--- config.mk ---
export PLATFORM = sky130hd
export DESIGN_NAME = fetch_unit
export DESIGN_NICKNAME = d
export VERILOG_FILES = /design/src/source/bus_defs_pkg.sv /design/src/source/core_defs_pkg.sv /design/src/source/fetch_apb_master.sv /design/src/source/fetch_parcel_buffer.sv /design/src/source/fetch_unit.sv /design/src/source/inst_expander.sv
export VERILOG_INCLUDE_DIRS = /design/src /design/src/source
export SDC_FILE = /design/constraint.sdc
export NUM_CORES = 1
export LEC_CHECK = 0
export ABC_AREA = 1
export BUFFER_PORTS_ARGS = -buffer_cell sky130_fd_sc_hd__buf_2
export CAP_MARGIN = 5
export CORE_MARGIN = 8
export CORE_UTILIZATION = 35
export DETAILED_ROUTE_END_ITERATION = 8
export GPL_TIMING_DRIVEN = 0
export HOLD_SLACK_MARGIN = 0.06
export PLACE_DENSITY_LB_ADDON = 0.05
export SLEW_MARGIN = 15
export SYNTH_ARGS = -nofsm -noshare
export SYNTH_HDL_FRONTEND = slang
export SYNTH_SLANG_ARGS = --single-unit
--- constraint.sdc ---
create_clock -name i_clock -period 7.3 [get_ports i_clock]
set_clock_uncertainty 0.1 [all_clocks]
set_input_delay 0.73 -clock i_clock [delete_from_list [all_inputs] [get_ports i_clock]]
set_output_delay 0.73 -clock i_clock [all_outputs]
set_load 0.01 [all_outputs]
--- src/source/fetch_config.svh ---
`ifndef FETCH_CONFIG_SVH
`define FETCH_CONFIG_SVH

// first fetch address after reset
`define FETCH_RESET_PC 32'h0000_0000

// parcel queue capacity in halfwords
// any even value of 4 or more works
`define FETCH_BUF_PARCELS 6

// apb address width on the memory side
`define FETCH_ADDR_W 32

`endif

--- src/source/bus_defs_pkg.sv ---
`include "fetch_config.svh"

package bus_defs_pkg;

    // requester side of an apb transfer
    typedef struct packed {
        logic                     psel;
        logic                     penable;
        logic                     pwrite;
        logic [`FETCH_ADDR_W-1:0] paddr;
        logic [31:0]              pwdata;
    } apb_req_t;

    // completer side
    typedef struct packed {
        logic        pready;
        logic [31:0] prdata;
        logic        pslverr;
    } apb_rsp_t;

    typedef enum logic [1:0] {
        idle,
        setup,
        access
    } apb_phase_e;

endpackage

--- src/source/core_defs_pkg.sv ---
package core_defs_pkg;

    // rv32i major opcodes, bits 6:0 of every base instruction
    typedef enum logic [6:0] {
        load     = 7'b000_0011,
        misc_mem = 7'b000_1111,
        op_imm   = 7'b001_0011,
        auipc    = 7'b001_0111,
        store    = 7'b010_0011,
        op       = 7'b011_0011,
        lui      = 7'b011_0111,
        branch   = 7'b110_0011,
        jalr     = 7'b110_0111,
        jal      = 7'b110_1111,
        system   = 7'b111_0011
    } opcode_e;

    // r-type field layout
    // other formats reuse the same bit positions for immediates
    typedef struct packed {
        logic [6:0] funct7;
        logic [4:0] rs2;
        logic [4:0] rs1;
        logic [2:0] funct3;
        logic [4:0] rd;
        opcode_e    opcode;
    } inst_t;

    // one instruction handed to decode
    typedef struct packed {
        logic [31:0] pc;
        inst_t       inst;
        logic        is_compressed;
        logic        illegal;
    } fetch_out_t;

endpackage

--- src/source/fetch_apb_master.sv ---
`timescale 1ns/1ps
`include "fetch_config.svh"

module fetch_apb_master (
    input  logic                   i_clock,
    input  logic                   i_rst_n,
    input  logic                   i_space,
    input  logic                   i_redirect_valid,
    input  logic [31:0]            i_redirect_pc,
    output bus_defs_pkg::apb_req_t o_apb,
    input  bus_defs_pkg::apb_rsp_t i_apb,
    output logic                   o_word_valid,
    output logic [31:0]            o_word_data,
    output logic [31:0]            o_word_addr
);
    import bus_defs_pkg::*;

    localparam logic [31:0] reset_word = `FETCH_RESET_PC & 32'hffff_fffc;

    apb_phase_e  phase;
    logic [31:0] next_addr;
    logic [31:0] req_addr;
    logic        discard;
    logic        done;
    logic        start;

    assign done = (phase == access) && i_apb.pready;
    // back-to-back reads: a new setup may follow the completing access
    assign start = i_space && !i_redirect_valid && ((phase == idle) || done);

    always_ff @(posedge i_clock or negedge i_rst_n) begin
        if (!i_rst_n) begin
            phase     <= idle;
            next_addr <= reset_word;
            req_addr  <= reset_word;
            discard   <= 1'b0;
        end else begin
            case (phase)
                idle:    phase <= start ? setup : idle;
                setup:   phase <= access;
                access:  phase <= done ? (start ? setup : idle) : access;
                default: phase <= idle;
            endcase

            if (start) begin
                req_addr <= next_addr;
            end

            if (i_redirect_valid) begin
                next_addr <= {i_redirect_pc[31:2], 2'b00};
            end else if (start) begin
                next_addr <= next_addr + 32'd4;
            end

            // the bus transfer still runs to completion, only its data is dropped
            if (i_redirect_valid && (phase != idle) && !done) begin
                discard <= 1'b1;
            end else if (done) begin
                discard <= 1'b0;
            end
        end
    end

    assign o_word_valid = done && !discard && !i_redirect_valid;
    assign o_word_data  = i_apb.prdata;
    assign o_word_addr  = req_addr;

    always_comb begin
        o_apb         = '0;
        o_apb.psel    = (phase != idle);
        o_apb.penable = (phase == access);
        o_apb.paddr   = req_addr[`FETCH_ADDR_W-1:0];
    end

    a_paddr_stable: assert property (@(posedge i_clock) disable iff (!i_rst_n)
        o_apb.penable |-> $stable(o_apb.paddr));

    // a setup cycle is always followed by its access cycle with psel held
    a_penable_in_psel: assert property (@(posedge i_clock) disable iff (!i_rst_n)
        o_apb.psel && !o_apb.penable |=> o_apb.psel && o_apb.penable);

endmodule

--- src/source/fetch_parcel_buffer.sv ---
`timescale 1ns/1ps
`include "fetch_config.svh"

module fetch_parcel_buffer (
    input  logic                      i_clock,
    input  logic                      i_rst_n,
    input  logic                      i_word_valid,
    input  logic [31:0]               i_word_data,
    input  logic [31:0]               i_word_addr,
    output logic                      o_space,
    input  logic                      i_redirect_valid,
    input  logic [31:0]               i_redirect_pc,
    output logic [31:0]               o_window,
    input  core_defs_pkg::inst_t      i_inst,
    input  logic                      i_is_compressed,
    input  logic                      i_illegal,
    output core_defs_pkg::fetch_out_t o_fetch,
    output logic                      o_fetch_valid,
    input  logic                      i_fetch_ready
);
    import core_defs_pkg::*;

    localparam int depth = `FETCH_BUF_PARCELS;
    localparam int ptr_w = $clog2(depth);
    localparam int cnt_w = $clog2(depth + 1);
    // at most one read is in flight, its two parcels are kept in reserve
    localparam int space_min = 4;

    logic [15:0]      parcels [depth];
    logic [ptr_w-1:0] rd_ptr;
    logic [ptr_w-1:0] wr_ptr;
    logic [cnt_w-1:0] count;
    logic [31:0]      head_pc;
    logic             skip_low;
    logic             push;
    logic [1:0]       push_n;
    logic [1:0]       pop_n;
    logic             have_inst;
    logic             load;
    fetch_out_t       out_q;
    logic             out_valid;

    function automatic logic [ptr_w-1:0] wrap_add(logic [ptr_w-1:0] p, logic [1:0] n);
        int sum;
        sum = int'(p) + int'(n);
        if (sum >= depth) begin
            sum = sum - depth;
        end
        return ptr_w'(sum);
    endfunction

    // first word after a misaligned redirect: its low parcel is before the target
    assign skip_low = (count == '0) && head_pc[1] && (i_word_addr[31:2] == head_pc[31:2]);
    assign push     = i_word_valid && !i_redirect_valid;
    assign push_n   = !push ? 2'd0 : (skip_low ? 2'd1 : 2'd2);

    assign o_space  = (depth - int'(count)) >= space_min;
    assign o_window = {parcels[wrap_add(rd_ptr, 2'd1)], parcels[rd_ptr]};

    assign have_inst = (count >= cnt_w'(2)) || ((count == cnt_w'(1)) && i_is_compressed);
    assign load      = have_inst && (!out_valid || i_fetch_ready) && !i_redirect_valid;
    assign pop_n     = !load ? 2'd0 : (i_is_compressed ? 2'd1 : 2'd2);

    always_ff @(posedge i_clock) begin
        if (push) begin
            if (skip_low) begin
                parcels[wr_ptr] <= i_word_data[31:16];
            end else begin
                parcels[wr_ptr]                  <= i_word_data[15:0];
                parcels[wrap_add(wr_ptr, 2'd1)] <= i_word_data[31:16];
            end
        end
    end

    always_ff @(posedge i_clock or negedge i_rst_n) begin
        if (!i_rst_n) begin
            rd_ptr    <= '0;
            wr_ptr    <= '0;
            count     <= '0;
            head_pc   <= `FETCH_RESET_PC;
            out_valid <= 1'b0;
        end else if (i_redirect_valid) begin
            rd_ptr    <= '0;
            wr_ptr    <= '0;
            count     <= '0;
            head_pc   <= {i_redirect_pc[31:1], 1'b0};
            out_valid <= 1'b0;
        end else begin
            wr_ptr <= wrap_add(wr_ptr, push_n);
            rd_ptr <= wrap_add(rd_ptr, pop_n);
            count  <= count + cnt_w'(push_n) - cnt_w'(pop_n);
            if (load) begin
                head_pc   <= head_pc + (i_is_compressed ? 32'd2 : 32'd4);
                out_valid <= 1'b1;
            end else if (i_fetch_ready) begin
                out_valid <= 1'b0;
            end
        end
    end

    always_ff @(posedge i_clock) begin
        if (load) begin
            out_q.pc            <= head_pc;
            out_q.inst          <= i_inst;
            out_q.is_compressed <= i_is_compressed;
            out_q.illegal       <= i_illegal;
        end
    end

    assign o_fetch       = out_q;
    assign o_fetch_valid = out_valid;

    // returns only arrive for reads started with space, so they always fit
    a_no_overflow: assert property (@(posedge i_clock) disable iff (!i_rst_n)
        i_word_valid |-> (depth - int'(count)) >= int'(push_n));

    a_hold_stable: assert property (@(posedge i_clock) disable iff (!i_rst_n)
        o_fetch_valid && !i_fetch_ready && !i_redirect_valid
        |=> o_fetch_valid && $stable(o_fetch));

endmodule

--- src/source/fetch_unit.sv ---
`timescale 1ns/1ps

module fetch_unit (
    input  logic                      i_clock,
    input  logic                      i_rst_n,
    input  bus_defs_pkg::apb_rsp_t    i_apb,
    output bus_defs_pkg::apb_req_t    o_apb,
    input  logic                      i_redirect_valid,
    input  logic [31:0]               i_redirect_pc,
    output core_defs_pkg::fetch_out_t o_fetch,
    output logic                      o_fetch_valid,
    input  logic                      i_fetch_ready
);
    import core_defs_pkg::*;

    // word returns from the bus
    logic        word_valid;
    logic [31:0] word_data;
    logic [31:0] word_addr;
    logic        space;

    // oldest two parcels and their expansion
    logic [31:0] window;
    inst_t       exp_inst;
    logic        exp_compressed;
    logic        exp_illegal;

    fetch_apb_master u_master (
        .i_clock          (i_clock),
        .i_rst_n          (i_rst_n),
        .i_space          (space),
        .i_redirect_valid (i_redirect_valid),
        .i_redirect_pc    (i_redirect_pc),
        .o_apb            (o_apb),
        .i_apb            (i_apb),
        .o_word_valid     (word_valid),
        .o_word_data      (word_data),
        .o_word_addr      (word_addr)
    );

    fetch_parcel_buffer u_buffer (
        .i_clock          (i_clock),
        .i_rst_n          (i_rst_n),
        .i_word_valid     (word_valid),
        .i_word_data      (word_data),
        .i_word_addr      (word_addr),
        .o_space          (space),
        .i_redirect_valid (i_redirect_valid),
        .i_redirect_pc    (i_redirect_pc),
        .o_window         (window),
        .i_inst           (exp_inst),
        .i_is_compressed  (exp_compressed),
        .i_illegal        (exp_illegal),
        .o_fetch          (o_fetch),
        .o_fetch_valid    (o_fetch_valid),
        .i_fetch_ready    (i_fetch_ready)
    );

    inst_expander u_expander (
        .i_inst           (inst_t'(window)),
        .o_inst           (exp_inst),
        .o_is_compressed  (exp_compressed),
        .o_illegal        (exp_illegal)
    );

endmodule

--- src/source/inst_expander.sv ---
`timescale 1ns/1ps

module inst_expander (
    input  core_defs_pkg::inst_t i_inst,
    output core_defs_pkg::inst_t o_inst,
    output logic                 o_is_compressed,
    output logic                 o_illegal
);
    import core_defs_pkg::*;

    logic [15:0] c;
    logic [4:0]  rd_f;
    logic [4:0]  rs2_f;
    logic [4:0]  rdp;
    logic [4:0]  rs1p;
    logic [11:0] imm_ci;
    logic [11:0] imm_lsw;
    logic [6:0]  alu_f7;
    logic [2:0]  alu_f3;
    inst_t       exp;
    logic        bad;

    // base format builders
    function automatic inst_t i_type(logic [11:0] imm, logic [4:0] rs1, logic [2:0] f3,
                                     logic [4:0] rd, opcode_e opc);
        return inst_t'({imm, rs1, f3, rd, opc});
    endfunction

    function automatic inst_t r_type(logic [6:0] f7, logic [4:0] rs2, logic [4:0] rs1,
                                     logic [2:0] f3, logic [4:0] rd);
        return inst_t'({f7, rs2, rs1, f3, rd, op});
    endfunction

    function automatic inst_t s_type(logic [11:0] imm, logic [4:0] rs2, logic [4:0] rs1,
                                     logic [2:0] f3);
        return inst_t'({imm[11:5], rs2, rs1, f3, imm[4:0], store});
    endfunction

    function automatic inst_t b_type(logic [12:0] imm, logic [4:0] rs1, logic [2:0] f3);
        return inst_t'({imm[12], imm[10:5], 5'd0, rs1, f3, imm[4:1], imm[11], branch});
    endfunction

    function automatic inst_t u_type(logic [19:0] imm, logic [4:0] rd);
        return inst_t'({imm, rd, lui});
    endfunction

    function automatic inst_t j_type(logic [20:0] imm, logic [4:0] rd);
        return inst_t'({imm[20], imm[10:1], imm[11], imm[19:12], rd, jal});
    endfunction

    assign c     = i_inst[15:0];
    assign rd_f  = c[11:7];
    assign rs2_f = c[6:2];
    // three-bit register fields map onto x8..x15
    assign rdp   = {2'b01, c[4:2]};
    assign rs1p  = {2'b01, c[9:7]};

    assign imm_ci  = {{7{c[12]}}, c[6:2]};
    assign imm_lsw = {5'b0, c[5], c[12:10], c[6], 2'b00};

    assign o_is_compressed = (c[1:0] != 2'b11);

    // c.sub, c.xor, c.or, c.and
    always_comb begin
        alu_f7 = 7'b000_0000;
        case (c[6:5])
            2'b00: begin
                alu_f7 = 7'b010_0000;
                alu_f3 = 3'b000;
            end
            2'b01:   alu_f3 = 3'b100;
            2'b10:   alu_f3 = 3'b110;
            default: alu_f3 = 3'b111;
        endcase
    end

    always_comb begin
        exp = i_inst;
        bad = 1'b0;
        case (c[1:0])
            2'b00: begin
                case (c[15:13])
                    // c.addi4spn
                    3'b000: begin
                        exp = i_type({2'b0, c[10:7], c[12:11], c[5], c[6], 2'b00},
                                     5'd2, 3'b000, rdp, op_imm);
                        bad = (c[12:5] == 8'd0);
                    end
                    3'b010:  exp = i_type(imm_lsw, rs1p, 3'b010, rdp, load);
                    3'b110:  exp = s_type(imm_lsw, rdp, rs1p, 3'b010);
                    // fp loads/stores and reserved slots
                    default: bad = 1'b1;
                endcase
            end
            2'b01: begin
                case (c[15:13])
                    3'b000: exp = i_type(imm_ci, rd_f, 3'b000, rd_f, op_imm);
                    // c.jal links to x1, c.j to x0
                    3'b001, 3'b101: begin
                        exp = j_type({{10{c[12]}}, c[8], c[10:9], c[6], c[7], c[2], c[11],
                                      c[5:3], 1'b0}, {4'b0, ~c[15]});
                    end
                    3'b010: begin
                        exp = i_type(imm_ci, 5'd0, 3'b000, rd_f, op_imm);
                        bad = (rd_f == 5'd0);
                    end
                    3'b011: begin
                        if (rd_f == 5'd2) begin
                            // c.addi16sp
                            exp = i_type({{3{c[12]}}, c[4:3], c[5], c[2], c[6], 4'b0},
                                         5'd2, 3'b000, 5'd2, op_imm);
                        end else begin
                            exp = u_type({{14{c[12]}}, c[12], c[6:2]}, rd_f);
                        end
                        bad = ({c[12], c[6:2]} == 6'd0);
                    end
                    3'b100: begin
                        case (c[11:10])
                            // c.srli, c.srai; shamt[5] is reserved on rv32
                            2'b00, 2'b01: begin
                                exp = i_type({1'b0, c[10], 5'b0, c[6:2]}, rs1p, 3'b101,
                                             rs1p, op_imm);
                                bad = c[12];
                            end
                            2'b10:   exp = i_type(imm_ci, rs1p, 3'b111, rs1p, op_imm);
                            default: begin
                                exp = r_type(alu_f7, rdp, rs1p, alu_f3, rs1p);
                                bad = c[12];
                            end
                        endcase
                    end
                    // c.beqz and c.bnez, funct3 bit 0 from c[13]
                    default: begin
                        exp = b_type({{4{c[12]}}, c[12], c[6:5], c[2], c[11:10], c[4:3], 1'b0},
                                     rs1p, {2'b00, c[13]});
                    end
                endcase
            end
            2'b10: begin
                case (c[15:13])
                    3'b000: begin
                        exp = i_type({7'b0, c[6:2]}, rd_f, 3'b001, rd_f, op_imm);
                        bad = c[12];
                    end
                    3'b010: begin
                        exp = i_type({4'b0, c[3:2], c[12], c[6:4], 2'b00}, 5'd2, 3'b010,
                                     rd_f, load);
                        bad = (rd_f == 5'd0);
                    end
                    3'b100: begin
                        if (rs2_f != 5'd0) begin
                            // c.mv uses x0 as rs1, c.add uses rd
                            exp = r_type(7'd0, rs2_f, c[12] ? rd_f : 5'd0, 3'b000, rd_f);
                        end else if (!c[12]) begin
                            exp = i_type(12'd0, rd_f, 3'b000, 5'd0, jalr);
                            bad = (rd_f == 5'd0);
                        end else if (rd_f == 5'd0) begin
                            exp = i_type(12'd1, 5'd0, 3'b000, 5'd0, system);
                        end else begin
                            exp = i_type(12'd0, rd_f, 3'b000, 5'd1, jalr);
                        end
                    end
                    3'b110:  exp = s_type({4'b0, c[8:7], c[12:9], 2'b00}, rs2_f, 5'd2, 3'b010);
                    default: bad = 1'b1;
                endcase
            end
            // full-width instruction, exp already holds the window
            default: bad = 1'b0;
        endcase
    end

    assign o_inst    = bad ? i_inst : exp;
    assign o_illegal = bad;

endmodule

==> results.md, run 1 <==
- Root buffer cell: clkbuf_16
- Seq. cell area: 7440 um^2
- Worst hold stages: 3
- Power per cell area: 434 nW/um^2
- Arr. time, crit path: around 7200 ps
- Worst hold path class: input pin to flop
- I/O Buffers: approximately 160
- Largest area contributor in the netlist: edfxtp_1
- Total GRT Usage: approximately a quarter
- NetSw: between 4 and 5 mW
- Multi-input gate area: ~7800 um^2
- Post-synthesis instance area: about 16000 um^2
- Slew HR: 31.1%
- Clock Latency Late Sink: between 500 and 600 ps
- Status: finished, final reports clean
- R2R depth: 22
- Die ar.: approximately 54000 um^2
- Worst Hold Launch: i_redirect_pc[11]
- Top_reg_cell synth: edfxtp_1
- Crit Path Max Fanout: 19
- Clock power frac: a little under a fifth
- Syn Area/Cell: a little under 8 um^2
- WHS: a little under 300 ps
- Crit end category: flop
- Worst setup path start: u_buffer.rd_ptr[0]
- YS warnings: 0
- Final nets: ~2400
- Max_cap viols: 0
- Post-layout util: roughly two fifths
- Resize count post-CTS: 0
- DRT iter0 DRCs: between 1000 and 1500
- Setup Fix Bufs, Post-CTS: 0
- Ys async rst share: a little under 40%
- CTS tree: done
- Worst r2r src: u_buffer.rd_ptr[0]
- Largest net degree at the start of global routing: 60
- H-tree depth: 1
- FF-to-FF setup slack: roughly 390 ps
- CP top delay family: buffers and inverters
- Max Buffers Root-to-Sink: 3
- Post-DR vias/cell: 5.38
- Hold EP: u_buffer.head_pc[11]
- LEAKAGE: slightly above 8 nW
- Count leader, synth: nand2_1
- # hold bufs at CTS: 1
- Fin crit period: 6910 ps
- Worst r2r dst: u_buffer.count[2]
- Sequential share of power: 29.2%
- Vias: about 16000
- Critical path's slowest cell: a21oi_1
- Routed len/inst: between 20 and 25 um
- Pre-antenna DRT Iters: 6
- P_int: ~4.3 mW
- Dominant cells by area after synthesis: edfxtp_1 (29%), dfrtp_1 (16%), nand2_1 (15%)
- CP max stage delay: just over 800 ps
- Starting Density: a little over a third
- Actual slew at the worst max-slew pin: 1030 ps
- Switching fraction of total power: 48.5%
- Nature of the critical path startpoint: flop
- Total gr overflow: 0
- Post-synth EDFFs: ~160
- N_diodes: 0
- Vias in the first global route: roughly 16000
- Synth top area share: roughly 29%
- Synth Instances: between 2000 and 2500
- CTS Sinks: 265
- Synth Register Bits: around 270
- Post-synth cell types: 59
- Top cells by count, synth: nand2_1 (648), o21ai_0 (230), edfxtp_1 (161)
- Worst EP required: ~7600 ps
- Fin. Hold Viols: 0
- F_max: ~0.14 GHz
- Top-level I/O count: 204
- Max-slew violations: 0
- Placer Congestion: around 0.94
- Final ANT Viol Nets: 0
- Die height: roughly 230 um
- RSZ-0062 raised after global routing: false
- Share of cells above drive strength 1: about 16%
- Fillers: 4812
- Initial antenna violation count: 1
- Die X: ~230 um
- Final setup fails: 0
- TritonCTS buffer count: 31
- First-pass GRT wire length: between 100000 and 150000 um
- Clk slew on worst S/H paths: around 70 ps
- Comb pwr share: 51.9%
- Residual DRC count: 0
- Final WL: a little under 70000 um
- CP cell instances: buf_6 > inv_6 > buf_6 > buf_6 > clkbuf_1 > clkbuf_1 > a21oi_1 > o21ai_0 > o21ai_0 > ha_1 > inv_1 > a21oi_1 > a21oi_1 > inv_1 > nor2_1 > clkbuf_4 > nand2_1 > fa_1 > inv_1 > fa_1 > xor2_1 > nor2_1
- Seq/Total Area, Yosys: around 45%
- Setup tns final: 0 ps
- Area grow syn2layout: 17.6%
- VDD IR-drop max: 0.000216 V
- Num rows: 79
- Tcrit/Tclk final: a little over nine tenths
- Final HPWL DP: 52600 um
- CP Class: flop to flop
- Core footprint: between 40000 and 50000 um^2
- Buf/Inv on CP: 10
## stage by stage
step                instance area (um^2)  worst slack, ps  instances  power (mW)
floorplan                          16600              488       2115        5.02
finish                             19400              391       2951        8.39
detailed placement                 18300              463       2894        6.79
global route                       19400             83.0       2951        8.93
CTS                                19400              427       2951        8.40
global placement                   18200            -2730       2886        6.79
## power by group through the flow
stage / Sequential, mW / Clock (mW) / Combinational (mW)
finish: 2.45 / 1.59 / 4.36
global route: 2.50 / 1.68 / 4.75
CTS: 2.45 / 1.62 / 4.33
detailed placement: 2.47 / 0 / 4.32
global placement: 2.49 / 0 / 4.30
floorplan: 2.48 / 0 / 2.54
## how the worst max path moves through the flow
stage / end / slack (ps) / cells after the start
2_1_floorplan: u_buffer.count[2] / 490 / 22
3_3_place_gp: u_buffer.count[2] / -2730 / 22
3_5_place_dp: u_buffer.count[2] / 460 / 22
4_1_cts: u_buffer.count[2] / 430 / 22
5_1_grt: u_buffer.count[2] / 80 / 22
6_report: u_buffer.count[2] / 390 / 22
## per-layer routing
metal / vias to the layer above / part of all wire [%] / global-route usage (%)
met3: 144 / 6.3 / 3.29
met2: 622 / 47 / 40.3
met4: 2 / 3.7 / 8.93
met1: 7667 / 43 / 32.2
met5: - / 0.019 / 0
li1: 7432 / - / -
## flip-flops by register name, indices dropped and copies added, names as in the netlist
register,flops
u_buffer.rd_ptr,3
u_master.phase,2
u_buffer.parcels,96
u_master.next_addr,30
u_buffer.head_pc,31
u_buffer.wr_ptr,3
u_buffer.o_fetch,65
u_master.discard,1
u_master.o_word_addr,30
u_buffer.o_fetch_valid,1
u_buffer.count,3
## cells in the final DEF (no fill, tap or decap), drive strengths merged, types with 7 or more instances in the layout
cell type / n
o22ai: 7
dfrtp: 104
o21ai: 264
nor3: 31
nor2: 125
a22oi: 8
conb: 36
clkinv: 14
nand2: 668
nand4: 28
o211ai: 40
o221ai: 15
inv: 154
clkbuf: 91
buf: 252
ha: 17
a21oi: 46
nor4: 7
xnor2: 25
o21bai: 7
xor2: 37
or2: 28
edfxtp: 161
a31oi: 12
nand3: 129
## worst min-delay path, stage by stage
cell and delay, ps:
buf_2 80, nand2_1 60, nand2_1 70
## final cells by class
cell class / instances / area share (%)
well taps: 607 / 3.92
plain buffers: 131 / 3.96
flip-flops and latches: 265 / 38.4
clock inverters: 16 / 1.03
repair buffers: 173 / 5.02
clock buffers: 40 / 4.18
inverters: 157 / 3.07
multi-input cells: 1562 / 40.4
## cell families (layout without fill, tap and decap cells)
logic type | count (synthesis) | after routing | synth area share, %
buffers and inverters | 288 | 517 | 8.25
multiplexers | 4 | 4 | 0.243
other | 1 | 36 | 0.0228
flip-flops | 265 | 265 | 45.2
AO/OA/AOI/OAI | 418 | 418 | 14.7
AND/OR/NAND/NOR | 1020 | 1020 | 26.4
XOR/XNOR | 62 | 62 | 3.30
adder cells (fa/ha/maj) | 22 | 22 | 1.90
No activity file was read; power rests on OpenSTA's default activity.
==> run 2: changes to the inputs <==
Settings changed: ABC_AREA 1 to not set.
==> results.md, run 2 <==
- Status: finished, final reports clean (unchanged)
- Dominant cells by area after synthesis: edfxtp_1 (31%), dfrtp_1 (16%), mux2_2 (8.8%) (was edfxtp_1 (29%), dfrtp_1 (16%), nand2_1 (15%))
- First-pass GRT wire length: 87600 um (was 100000 um)
- Crit Path Max Fanout: 19 (unchanged)
- Final nets: 1821 (was 2413)
- F_max: 0.154 GHz (was 0.145 GHz)
- Max reg flops: 96 (unchanged)
- Core footprint: 45000 um^2 (was 46500 um^2)
- WHS: 269 ps (was 289 ps)
- Inst Count DP: 2296 (was 2894)
- Post-synth EDFFs: 161 (unchanged)
- TritonCTS buffer count: 31 (unchanged)
- Largest area contributor in the netlist: edfxtp_1 (unchanged)
- Actual slew at the worst max-slew pin: 1080 ps (was 1030 ps)
- Starting Density: 35.2% (was 35.4%)
- CP Class: flop to flop (unchanged)
- Arr. time, crit path: 6910 ps (was 7240 ps)
- Slew HR: 27.7% (was 31.1%)
- Vias: 12800 (was 15900)
- LEAKAGE: 7.35 nW (was 8.22 nW)
- Post-synthesis instance area: 15800 um^2 (was 16500 um^2)
- Worst hold stages: 3 (unchanged)
- Placer Congestion: 0.920 (was 0.945)
- Clock Latency Late Sink: 610 ps (was 580 ps)
- Setup tns final: 0 ps (unchanged)
- CTS tree: done (unchanged)
- Post-DR vias/cell: 5.45 (was 5.38)
- Vias in the first global route: 13300 (was 15800)
- Post-Place Setup Slack: 163 ps (was 463 ps)
- Largest reg by FF count: u_buffer.parcels (unchanged)
- Final HPWL DP: 44100 um (was 52600 um)
- Num rows: 78 (was 79)
- Synth Register Bits: 265 (unchanged)
- Max-slew violations: 0 (unchanged)
- Pre-antenna DRT Iters: 5 (was 6)
- Ys async rst share: 39.2% (unchanged)
- Synth Instances: 1491 (was 2080)
- Synth top area share: 30.5% (was 29.4%)
- Die height: 229 um (was 233 um)
- Worst EP required: 7690 ps (was 7630 ps)
- Crit end category: flop (unchanged)
- Top_reg_cell synth: edfxtp_1 (unchanged)
- Residual DRC count: 0 (unchanged)
- Fin cells: 2355 (was 2951)
- Commonest non-fill, non-tap cell in the layout: nand2_1 (unchanged)
- Nature of the critical path startpoint: flop (unchanged)
- Worst hold path class: input pin to flop (unchanged)
- Post-synth cell types: 74 (was 59)
- I/O Buffers: 165 (was 164)
- Power per cell area: 357 nW/um^2 (was 434 nW/um^2)
- Fin. Hold Viols: 0 (unchanged)
- Syn Area/Cell: 10.6 um^2 (was 7.91 um^2)
- DRT iter0 DRCs: 907 (was 1323)
- Total GRT Usage: 21.7% (was 24.3%)
- Largest net degree at the start of global routing: 70 (was 60)
- Fin crit period: 6510 ps (was 6910 ps)
- Seq/Total Area, Yosys: 47.0% (was 45.2%)
- Total gr overflow: 0 (unchanged)
- Routed len/inst: 24.8 um (was 22.8 um)
- H-tree depth: 1 (unchanged)
- Area grow syn2layout: 18.8% (was 17.6%)
- Placed Instance Area: 17700 um^2 (was 18300 um^2)
- Count leader, synth: nand2_1 (unchanged)
- VDD IR-drop max: 0.000196 V (was 0.000216 V)
- Initial antenna violation count: 5 (was 1)
- CTS Sinks: 265 (unchanged)
- Max_cap viols: 0 (unchanged)
- Tcrit/Tclk final: 89.2% (was 94.6%)
- Setup WS post-layout: 786 ps (was 391 ps)
- YS warnings: 0 (unchanged)
- Share of cells above drive strength 1: 25.4% (was 16.0%)
- Die X: 229 um (was 233 um)
- RSZ-0062 raised after global routing: false (unchanged)
- Max Buffers Root-to-Sink: 3 (unchanged)
- Root buffer cell: clkbuf_16 (unchanged)
- Die ar.: 52300 um^2 (was 54200 um^2)
- Final instance area: 18800 um^2 (was 19400 um^2)
- Final setup fails: 0 (unchanged)
- Most frequent cells in the layout: nand2_1 (221), buf_2 (178), edfxtp_1 (161) (was nand2_1 (648), o21ai_0 (230), buf_2 (183))
- Top cells by count, synth: nand2_1 (221), edfxtp_1 (161), mux2_2 (123) (was nand2_1 (648), o21ai_0 (230), edfxtp_1 (161))
- R2R depth: 19 (was 22)
- Clk slew on worst S/H paths: 60 ps (was 70 ps)
- Final ANT Viol Nets: 0 (unchanged)
- Top-level I/O count: 204 (unchanged)
- Final WL: 58400 um (was 67400 um)
==> run 2: cell types whose count changed in the layout (fill, tap and decap cells not counted), moves of 19 or more <==
cell and change:
nand3_1 -73, o211ai_1 -22, or2_2 -22, nor3_1 -19, mux2i_1 +38, o21ai_0 -121
mux4_2 +30, inv_1 -107, nor2_1 -47, nand2_1 -427, o21ai_1 -20, mux2_2 +123
==> run 2: worst paths after layout <==
| path | from | endpoint | slack [ps] |
|---|---|---|---|
| setup / recovery | u_buffer.rd_ptr[0] | u_buffer.head_pc[21] | 790 |
| hold / removal | i_redirect_pc[30] | u_buffer.head_pc[30] | 270 |
| setup reg to reg | u_buffer.rd_ptr[0] | u_buffer.head_pc[21] | 790 |
| hold reg to reg | u_master.next_addr[31] | u_master.o_word_addr[31] | 410 |
| max in group asynchronous | i_rst_n | u_master.o_word_addr[31] | 5900 |
| min in group asynchronous | i_rst_n | u_master.o_word_addr[3] | 480 |
==> run 2: layout make-up <==
type                    count  area (um^2)
inverters                  40          150
multi-input cells        1097         7760
plain buffers             123          641
repair buffers            171          960
flip-flops and latches    265         7440
fillers                  4376        26200
clock buffers              35          811
well taps                 600          751
clock inverters            23          292
diodes                      1         2.50
==> run 2: critical path, cell delays in order, from the launching register on <==
cell and delay (ps):
dfrtp_1 410, buf_2 250, buf_2 330, buf_2 320, buf_2 370, buf_2 590, mux4_2 400, a21oi_1 370
inv_1 120, ha_1 350, inv_1 280, ha_1 230, inv_1 50, fa_1 390, nor2_1 490, and3_1 230
clkbuf_1 470, nand4_1 200, xor2_1 170, o21ai_0 250
==> run 2: timing repair <==
item | CTS | global route
resized for setup | 0 | 0
hold endpoints to repair | 35 | 0
hold buffers | 1 | 0
buffers inserted | 0 | 0
setup endpoints to repair | 0 | 9
==> run 2: stage by stage <==
step | utilization [%] | total power [mW]
4_1_cts | 41.8 | 6.77
2_1_floorplan | - | 3.91
3_3_place_gp | 39.0 | 5.02
5_1_grt | 41.8 | 7.08
6_report | 41.8 | 6.72
3_5_place_dp | 39.3 | 5.05
==> run 2: cell families (layout without fill, tap and decap cells) <==
kind of cell    after synthesis  count (layout)  share of synthesized area [%]
compound gates              319             319                           13.0
xor+xnor                     65              65                           3.64
fa+ha+maj                    22              22                           1.98
buf+inv                     164             392                           5.02
flops                       265             265                           47.0
mux                         204             204                           16.3
other cells                   1              37                         0.0237
simple gates                451             451                           13.0
==> run 2: where the power goes <==
group / internal (mW) / switching [mW]
sequential: 1.97 / 0.246
combinational: 1.01 / 1.79
clock: 1.01 / 0.688
==> run 2: per-layer routing <==
layer	up-vias	part of all wire, %	global-route usage, %
met1	6438	42	26.4
met2	363	51	39.0
met5	-	0.074	0
li1	5941	-	-
met4	6	3.0	6.56
met3	90	4.4	3.40
